<file path="config.mk">
export PLATFORM = sky130hd
export DESIGN_NAME = book_update_top
export DESIGN_NICKNAME = d
export VERILOG_FILES = /design/src/rtl/book_cfg_pkg.sv /design/src/rtl/book_types_pkg.sv /design/src/rtl/book_state_ram.sv /design/src/rtl/book_fwd.sv /design/src/rtl/book_key_match.sv /design/src/rtl/book_level_exe.sv /design/src/rtl/book_update_pipe.sv /design/src/rtl/book_update_top.sv
export SDC_FILE = /design/constraint.sdc
export NUM_CORES = 1
export LEC_CHECK = 0
export BUFFER_PORTS_ARGS = -buffer_cell sky130_fd_sc_hd__clkbuf_2
export CORE_UTILIZATION = 57
export DETAILED_ROUTE_END_ITERATION = 12
export PLACE_DENSITY = 0.76
export SLEW_MARGIN = 5
export SYNTH_ARGS = -nofsm -noshare
export SYNTH_HDL_FRONTEND = slang
export SYNTH_SLANG_ARGS = --single-unit
</file>
<file path="constraint.sdc">
create_clock -name clk -period 7.47 [get_ports clk]
set_input_delay 1.494 -clock clk [delete_from_list [all_inputs] [get_ports clk]]
set_output_delay 1.494 -clock clk [all_outputs]
set_load 0.03 [all_outputs]
</file>
<file path="src/rtl/book_cfg_pkg.sv">
// Sizes and command encodings shared by the price-level book pipeline
// Imported by every RTL block and by the types package
package book_cfg_pkg;

  // Products and per-product level list
  localparam int PROD_N    = 8;
  localparam int PROD_ID_W = 3;
  localparam int LEVEL_N   = 4;

  // Price key and volume widths
  localparam int KEY_W = 8;
  localparam int VOL_W = 12;

  // Update commands
  localparam int CMD_W = 1;
  localparam logic [CMD_W-1:0] CMD_ADD    = 1'b0;
  localparam logic [CMD_W-1:0] CMD_REMOVE = 1'b1;

endpackage

</file>
<file path="src/rtl/book_types_pkg.sv">
// Packed structs carried through the book update pipeline
// Update and notify buses, per-product level state and write-back
package book_types_pkg;

  import book_cfg_pkg::*;

  // Update bus, 25 bits
  typedef struct packed {
    logic                 vld;
    logic [PROD_ID_W-1:0] prod_id;
    logic [CMD_W-1:0]     cmd;
    logic [KEY_W-1:0]     key;
    logic [VOL_W-1:0]     size;
  } upd_t;

  // Level list of one product, 84 bits
  typedef struct packed {
    logic [LEVEL_N-1:0]            vld;
    logic [LEVEL_N-1:0][KEY_W-1:0] key;
    logic [LEVEL_N-1:0][VOL_W-1:0] volume;
  } level_state_t;

  // Write-back into the state table, 88 bits
  typedef struct packed {
    logic                 vld;
    logic [PROD_ID_W-1:0] prod_id;
    level_state_t         state;
  } wrbk_t;

  // Key compare result, 10 bits
  typedef struct packed {
    logic               hit;
    logic               full;
    logic [LEVEL_N-1:0] hit_sel;
    logic [LEVEL_N-1:0] free_sel;
  } match_t;

  // Notify message, 24 bits
  typedef struct packed {
    logic                 vld;
    logic [PROD_ID_W-1:0] prod_id;
    logic [KEY_W-1:0]     key;
    logic [VOL_W-1:0]     volume;
  } notify_t;

endpackage

</file>
<file path="src/rtl/book_state_ram.sv">
// Per-product level state table
// One registered read port and one write port fed by the write-back stage
`timescale 1ns/100ps

module book_state_ram
  import book_cfg_pkg::*;
  import book_types_pkg::*;
(
    input  logic                 clk
  , input  logic                 i_rst_n
  // Read side
  , input  logic                 i_ren
  , input  logic [PROD_ID_W-1:0] i_raddr
  , output level_state_t         o_rdata
  // Write side
  , input  wrbk_t                i_wrbk
);

  level_state_t mem [PROD_N];

  // Reset only empties the level lists, keys and volumes keep their contents
  always_ff @(posedge clk) begin
    if (!i_rst_n) begin
      for (int i = 0; i < PROD_N; i++) begin
        mem[i].vld <= '0;
      end
    end else if (i_wrbk.vld) begin
      mem[i_wrbk.prod_id] <= i_wrbk.state;
    end
  end

  // Read returns the old entry on a same-edge write
  always_ff @(posedge clk) begin
    if (i_ren) begin
      o_rdata <= mem[i_raddr];
    end
  end

endmodule

</file>
<file path="src/rtl/book_fwd.sv">
// Write-back collision detection and state forwarding
// S1 side kills the table read, S2 side picks the freshest state
`timescale 1ns/100ps

module book_fwd
  import book_cfg_pkg::*;
  import book_types_pkg::*;
(
    input  upd_t                 i_s1_upd
  , input  upd_t                 i_s2_upd
  // Next write-back and registered write-back
  , input  wrbk_t                i_wrbk_cur
  , input  wrbk_t                i_wrbk_prior
  // Flagged state latched into S2
  , input  wrbk_t                i_s2_prior
  , input  level_state_t         i_ram_rdata
  , output logic                 o_ren
  , output logic [PROD_ID_W-1:0] o_raddr
  , output logic                 o_s1_collide
  , output level_state_t         o_s1_fwd_state
  , output level_state_t         o_s3_state
);

  logic s1_hit_cur;
  logic s1_hit_prior;
  logic s2_hit_cur;

  // S1 against both write-backs, either lands in the table too late
  assign s1_hit_cur   = i_wrbk_cur.vld & (i_wrbk_cur.prod_id == i_s1_upd.prod_id);
  assign s1_hit_prior = i_wrbk_prior.vld & (i_wrbk_prior.prod_id == i_s1_upd.prod_id);
  assign o_s1_collide = s1_hit_cur | s1_hit_prior;

  // Newer write-back wins when both collide
  assign o_s1_fwd_state = s1_hit_cur ? i_wrbk_cur.state : i_wrbk_prior.state;

  // Read is killed on collision
  assign o_ren   = i_s1_upd.vld & ~o_s1_collide;
  assign o_raddr = i_s1_upd.prod_id;

  assign s2_hit_cur = i_wrbk_cur.vld & (i_wrbk_cur.prod_id == i_s2_upd.prod_id);

  // Fixed preference: current write-back, then flagged prior, then RAM
  always_comb begin
    if (s2_hit_cur) begin
      o_s3_state = i_wrbk_cur.state;
    end else if (i_s2_prior.vld) begin
      o_s3_state = i_s2_prior.state;
    end else begin
      o_s3_state = i_ram_rdata;
    end
  end

endmodule

</file>
<file path="src/rtl/book_key_match.sv">
// Key compare against one product's level list
// Gives the hit level, the full flag and the lowest free slot
`timescale 1ns/100ps

module book_key_match
  import book_cfg_pkg::*;
  import book_types_pkg::*;
(
    input  logic [KEY_W-1:0] i_key
  , input  level_state_t     i_state
  , output match_t           o_match
);

  logic [LEVEL_N-1:0] hit_sel;
  logic [LEVEL_N-1:0] free_sel;
  logic               found;

  // Keys are unique within a list so at most one level hits
  always_comb begin
    for (int i = 0; i < LEVEL_N; i++) begin
      hit_sel[i] = i_state.vld[i] & (i_state.key[i] == i_key);
    end
  end

  // Lowest free slot, one-hot
  always_comb begin
    free_sel = '0;
    found    = 1'b0;
    for (int i = 0; i < LEVEL_N; i++) begin
      if (!i_state.vld[i] && !found) begin
        free_sel[i] = 1'b1;
        found       = 1'b1;
      end
    end
  end

  assign o_match.hit      = |hit_sel;
  assign o_match.full     = &i_state.vld;
  assign o_match.hit_sel  = hit_sel;
  assign o_match.free_sel = free_sel;

endmodule

</file>
<file path="src/rtl/book_level_exe.sv">
// Execute stage of the book update
// Applies ADD or REMOVE to one level and builds the notify message
`timescale 1ns/100ps

module book_level_exe
  import book_cfg_pkg::*;
  import book_types_pkg::*;
(
    input  upd_t         i_upd
  , input  match_t       i_match
  , input  level_state_t i_state
  , output level_state_t o_state_nxt
  , output notify_t      o_notify
);

  logic [LEVEL_N-1:0] sel;
  logic               do_add;
  logic               do_alloc;
  logic               do_remove;
  logic [VOL_W-1:0]   cur_vol;
  logic [VOL_W-1:0]   new_vol;

  // Command decode
  assign do_add    = (i_upd.cmd == CMD_ADD) & i_match.hit;
  assign do_alloc  = (i_upd.cmd == CMD_ADD) & ~i_match.hit & ~i_match.full;
  assign do_remove = (i_upd.cmd == CMD_REMOVE) & i_match.hit;

  // Level to touch, none on a rejected ADD or a missed REMOVE
  assign sel = do_alloc ? i_match.free_sel : i_match.hit_sel;

  // Volume of the hit level
  always_comb begin
    cur_vol = '0;
    for (int i = 0; i < LEVEL_N; i++) begin
      if (i_match.hit_sel[i]) begin
        cur_vol = i_state.volume[i];
      end
    end
  end

  // New volume, REMOVE clamps at zero
  always_comb begin
    if (do_alloc) begin
      new_vol = i_upd.size;
    end else if (do_add) begin
      new_vol = cur_vol + i_upd.size;
    end else if (cur_vol > i_upd.size) begin
      new_vol = cur_vol - i_upd.size;
    end else begin
      new_vol = '0;
    end
  end

  always_comb begin
    o_state_nxt = i_state;
    for (int i = 0; i < LEVEL_N; i++) begin
      if (sel[i] && (do_add || do_alloc || do_remove)) begin
        o_state_nxt.key[i]    = i_upd.key;
        o_state_nxt.volume[i] = new_vol;
        // Level at zero after REMOVE goes back to the free pool
        o_state_nxt.vld[i]    = ~(do_remove & (new_vol == '0));
      end
    end
  end

  // One message per changed level
  assign o_notify.vld     = i_upd.vld & (do_add | do_alloc | do_remove);
  assign o_notify.prod_id = i_upd.prod_id;
  assign o_notify.key     = i_upd.key;
  assign o_notify.volume  = new_vol;

endmodule

</file>
<file path="src/rtl/book_update_pipe.sv">
// Staged book update datapath
// S1 latch, S2 lookup and forward, S3 compare, S4 execute, then write-back
// Talks to the state table through a read port and the write-back bus
`timescale 1ns/100ps

module book_update_pipe
  import book_cfg_pkg::*;
  import book_types_pkg::*;
(
    input  logic                 clk
  , input  logic                 i_rst_n
  , input  upd_t                 i_upd
  , output logic                 o_ren
  , output logic [PROD_ID_W-1:0] o_raddr
  , input  level_state_t         i_rdata
  , output wrbk_t                o_wrbk
  , output notify_t              o_notify
);

  upd_t         s1_upd_r;
  upd_t         s2_upd_r;
  wrbk_t        s2_prior_r;
  upd_t         s3_upd_r;
  level_state_t s3_state_r;
  upd_t         s4_upd_r;
  level_state_t s4_state_r;
  match_t       s4_match_r;
  wrbk_t        wrbk_r;
  notify_t      s5_notify_r;
  notify_t      notify_r;

  logic         s1_collide;
  level_state_t s1_fwd_state;
  level_state_t s3_state_sel;
  level_state_t s3_state;
  match_t       s3_match;
  level_state_t s4_state_nxt;
  notify_t      s4_notify;
  wrbk_t        wrbk_nxt;

  // S1 input latch
  always_ff @(posedge clk) begin
    if (i_upd.vld) begin
      s1_upd_r <= i_upd;
    end
    if (!i_rst_n) begin
      s1_upd_r.vld <= 1'b0;
    end else begin
      s1_upd_r.vld <= i_upd.vld;
    end
  end

  book_fwd u_fwd (
      .i_s1_upd       (s1_upd_r)
    , .i_s2_upd       (s2_upd_r)
    , .i_wrbk_cur     (wrbk_nxt)
    , .i_wrbk_prior   (wrbk_r)
    , .i_s2_prior     (s2_prior_r)
    , .i_ram_rdata    (i_rdata)
    , .o_ren          (o_ren)
    , .o_raddr        (o_raddr)
    , .o_s1_collide   (s1_collide)
    , .o_s1_fwd_state (s1_fwd_state)
    , .o_s3_state     (s3_state_sel)
  );

  // S2 holds the update and the flagged write-back copy
  always_ff @(posedge clk) begin
    if (s1_upd_r.vld) begin
      s2_upd_r         <= s1_upd_r;
      s2_prior_r.state <= s1_fwd_state;
      s2_prior_r.prod_id <= s1_upd_r.prod_id;
    end
    if (!i_rst_n) begin
      s2_upd_r.vld   <= 1'b0;
      s2_prior_r.vld <= 1'b0;
    end else begin
      s2_upd_r.vld   <= s1_upd_r.vld;
      s2_prior_r.vld <= s1_upd_r.vld & s1_collide;
    end
  end

  // S3 holds the selected state
  always_ff @(posedge clk) begin
    if (s2_upd_r.vld) begin
      s3_upd_r   <= s2_upd_r;
      s3_state_r <= s3_state_sel;
    end
    if (!i_rst_n) begin
      s3_upd_r.vld <= 1'b0;
    end else begin
      s3_upd_r.vld <= s2_upd_r.vld;
    end
  end

  // Same product one stage ahead in S4 overrides the latched state
  assign s3_state = (s4_upd_r.vld && (s4_upd_r.prod_id == s3_upd_r.prod_id)) ?
                    s4_state_nxt : s3_state_r;

  book_key_match u_key_match (
      .i_key   (s3_upd_r.key)
    , .i_state (s3_state)
    , .o_match (s3_match)
  );

  // S4 holds the state and the compare result
  always_ff @(posedge clk) begin
    if (s3_upd_r.vld) begin
      s4_upd_r   <= s3_upd_r;
      s4_state_r <= s3_state;
      s4_match_r <= s3_match;
    end
    if (!i_rst_n) begin
      s4_upd_r.vld <= 1'b0;
    end else begin
      s4_upd_r.vld <= s3_upd_r.vld;
    end
  end

  book_level_exe u_level_exe (
      .i_upd       (s4_upd_r)
    , .i_match     (s4_match_r)
    , .i_state     (s4_state_r)
    , .o_state_nxt (s4_state_nxt)
    , .o_notify    (s4_notify)
  );

  // Next write-back, also the current forwarding source
  assign wrbk_nxt.vld     = s4_upd_r.vld;
  assign wrbk_nxt.prod_id = s4_upd_r.prod_id;
  assign wrbk_nxt.state   = s4_state_nxt;

  // Write-back stage and notify output, the notify trails by one register
  always_ff @(posedge clk) begin
    if (wrbk_nxt.vld) begin
      wrbk_r <= wrbk_nxt;
    end
    if (s4_notify.vld) begin
      s5_notify_r <= s4_notify;
    end
    if (s5_notify_r.vld) begin
      notify_r <= s5_notify_r;
    end
    if (!i_rst_n) begin
      wrbk_r.vld      <= 1'b0;
      s5_notify_r.vld <= 1'b0;
      notify_r.vld    <= 1'b0;
    end else begin
      wrbk_r.vld      <= wrbk_nxt.vld;
      s5_notify_r.vld <= s4_notify.vld;
      notify_r.vld    <= s5_notify_r.vld;
    end
  end

  assign o_wrbk   = wrbk_r;
  assign o_notify = notify_r;

endmodule

</file>
<file path="src/rtl/book_update_top.sv">
// Top level of the book update engine
// Update bus in, notify bus out, state table kept inside
`timescale 1ns/100ps

module book_update_top
  import book_cfg_pkg::*;
  import book_types_pkg::*;
(
    input  logic    clk
  , input  logic    i_rst_n
  , input  upd_t    i_upd
  , output notify_t o_notify
);

  logic                 ren;
  logic [PROD_ID_W-1:0] raddr;
  level_state_t         rdata;
  wrbk_t                wrbk;

  book_update_pipe u_pipe (
      .clk      (clk)
    , .i_rst_n  (i_rst_n)
    , .i_upd    (i_upd)
    , .o_ren    (ren)
    , .o_raddr  (raddr)
    , .i_rdata  (rdata)
    , .o_wrbk   (wrbk)
    , .o_notify (o_notify)
  );

  book_state_ram u_state_ram (
      .clk     (clk)
    , .i_rst_n (i_rst_n)
    , .i_ren   (ren)
    , .i_raddr (raddr)
    , .o_rdata (rdata)
    , .i_wrbk  (wrbk)
  );

endmodule

</file>
==> flow_summary.yaml <==
outcome:
  status: "complete, no violations"
layout:
  final_cell_area_um2: 55900
  regArea_um2: 37600
  antenna_cells: 0
  nets: 3026
  drive_above_1_share: 0.195
  multi_input_area_um2: 11600
  fin_cells: 4224
  area_growth_pct: 11.3
  most-common-layout-cells: "edfxtp_1, nand2_1, o21ai_0"
  fill_cells: 5803
  layout_commonest_cell: "edfxtp_1"
route:
  ant_nets: 0
  first_iter_violations: 3397
  wire_per_inst_um: 27.9
  vias: 26924
  wl_mm: 118
  drc: 0
  first_pass_iters: 8
  vias_per_cell: 6.37
cts:
  ctsResizeCount: 0
  h-tree-depth: 3
  cts.sinks: 1255
  clockRootBuffer: "clkbuf_16"
  holdBufCountCts: 0
  clk_latency_ps: 720
  cts_tree: "yes"
  postCtsSetupRepairBufs: 0
  clkTransAtPathRegs_ps: 60
  cts_buffers: 117
  clock_path_buffers: 3
worst_setup_path:
  cp_max_fo: 16
  r2r_slack_ps: 1360
  crit_family: "compound AO/OA/AOI/OAI gates"
  slowest_delay_ps: 800
  r2r-start: "u_pipe.s4_match_r[5]"
  r2r_end: "u_pipe.s4_match_r[8]"
  cp_data_arrival_time_ps: 6540
  worstSetupPathType: "reg -> reg"
  cp-end-kind: "flop"
  worstPathRequired_ps: 7910
  timing.critical_path.mode_cell: "a21oi_1"
  path_cells: "nor2b_1 > a22oi_1 > nor2_1 > a21oi_1 > o21ai_0 > ha_1 > a21oi_1 > a211oi_1 > a211oi_2 > nor2_2 > a311oi_2 > o211ai_1 > nor4_4 > a31oi_1 > mux2i_2 > nor4_1"
  cp.depth: 16
  critPathLaunchType: "flop"
  path_buf_inv: 0
  worst-r2r-cell-count: 16
  endpoint: "u_pipe.s4_match_r[8]"
  crit_slowest_cell: "nor2b_1"
  crit_start: "u_pipe.s4_match_r[5]"
timing:
  relSlewSlack: 0.101
  period_needed_ps: 6110
  tns_ps: 0
  finalMaxSlewViolations: 0
  finalHoldViolCount: 0
  final-setup-viol-count: 0
  fin_worst_skew_ps: 37.4
  fin_ws_ps: 1360
  fmax_mhz: 164
  rsz0062_at_grt: "false"
  finalCritPeriodShare: 0.818
  tightest_slew_ps: 1340
logic_synthesis:
  synth_top_area_cell: "edfxtp_1"
  netlist_instances: 2897
  synth.net_count: 2949
  yosys_register_bits: 1255
  syn_avg_cell_area_um2: 17.3
  synth_ff_type: "edfxtp_1"
  yosys.cell_types.count: 66
  ys_warn_count: 0
  yosysSeqAreaShare: 0.750
  synth_top_area_frac: 0.746
  synth-edff-count: 1247
  synthesis.area_um2: 50200
  ys_async_sr_fraction: 0
  synth.area.top_cells: "edfxtp_1, mux4_2, mux2_2, mux2i_1, o21ai_0"
pwr:
  vdd_ir_drop_max_mv: 0.267
  p_per_area_nw_per_um2: 261
  swShare: 0.202
  leakage_nw: 18.8
  switching_power_mw: 2.94
  p_seq_frac: 0.540
  pwr-share-comb: 0.037
  power.internal_mw: 11.6
  power_mw: 14.6
  clkPwrFrac: 0.423
job:
  cap_violations: 0
grt:
  grt_pass1_vias: 27088
  grt_pass1_wl_mm: 175
  gr-usage-all-layers: 0.267
  grt_overflow: 0
  grt_max_degree: 100
  antenna_found_initial: 0
worst_hold_path:
  hold_path_startpoint: "u_pipe.s1_upd_r[6]"
  min-delay-path-class: "reg -> reg"
placement:
  hpwl_mm: 68.1
  place_inst: 4009
  routabilityCongestion: 0.952
  place_area_um2: 51900
  post-place-ws_ps: 1400
  port_buffers: 50
floorplan:
  die_y_um: 299
  std_cell_rows: 108
  ioPinCount: 51
  core_region_area_um2: 87000
  die_w_um: 299
  die-area_um2: 89200
  start_util: 0.577
-- worst min path at each step --
stage,cells after the start,slack [ps],end
after floorplan,0,400,u_pipe.o_notify[0]
after global placement,0,400,u_pipe.s4_upd_r[5]
after detailed placement,0,400,u_pipe.o_notify[0]
after CTS,0,400,u_pipe.s2_upd_r[6]
after global routing,0,420,u_pipe.o_notify[13]
final,0,410,u_pipe.s2_upd_r[6]
-- layer usage --
metal  vias up  track usage  wire length (um)
li1      11427            -                 -
met4         0       0.0720              2620
met5         -            0                 0
met1     13844        0.396             48400
met3       177       0.0475             12000
met2      1476        0.414             54900
-- Yosys cell counts, types with 10 or more instances --
cell,n
mux4_2,168
mux2_2,110
o21ai_0,207
inv_1,113
nor2_1,137
mux2i_1,121
edfxtp_1,1247
a22oi_1,23
ha_1,23
and2_1,38
clkbuf_1,107
a21oi_1,111
o22ai_1,14
nor3_1,11
xnor2_1,24
or2_2,11
nand2_1,226
buf_1,29
nand3_1,10
-- area by class of cell --
| class | count | area share |
|---|---|---|
| Tap cell | 1155 | 0.0259 |
| Inverter | 125 | 0.00840 |
| Multi-Input combinational cell | 1374 | 0.208 |
| Clock buffer | 134 | 0.0543 |
| Sequential cell | 1255 | 0.674 |
| Timing Repair Buffer | 101 | 0.0126 |
| Clock inverter | 80 | 0.0170 |
-- power groups by stage --
| stage | clock network (mW) | registers [mW] | logic, mW |
|---|---|---|---|
| 3_5_place_dp | 0 | 8.01 | 0.538 |
| 3_3_place_gp | 0 | 8.01 | 0.526 |
| 6_report | 6.17 | 7.87 | 0.542 |
| 4_1_cts | 6.22 | 7.87 | 0.544 |
| 2_1_floorplan | 0 | 8.01 | 0.378 |
| 5_1_grt | 6.48 | 7.87 | 0.581 |
-- state kept, by name, summed over array words and instances (netlist names) --
name and count:
u_pipe.s2_prior_r 85, u_pipe.s3_state_r 84, u_pipe.s5_notify_r 24, u_pipe.o_notify 24, u_pipe.s3_upd_r 25, u_state_ram.mem 672
u_pipe.o_wrbk 88, u_state_ram.o_rdata 84, u_pipe.s1_upd_r 25, u_pipe.s4_state_r 84, u_pipe.s4_match_r 10, u_pipe.s2_upd_r 25
u_pipe.s4_upd_r 25
-- stage by stage --
step | utilization | hold slack [ps]
finish | 0.642 | 413
global route | 0.642 | 423
CTS | 0.642 | 405
detailed placement | 0.596 | 405
global placement | 0.596 | 403
floorplan | - | 400
-- cell families after synthesis --
group                    Yosys count  synth area share
buffers and inverters            268            0.0202
flip-flops                      1255             0.750
multiplexers                     403             0.126
XOR/XNOR                          24           0.00419
adder cells (fa/ha/maj)           25           0.00653
AND/OR/NAND/NOR                  472            0.0407
AO/OA/AOI/OAI                    450            0.0533
(Power assumes the default switching activity.)
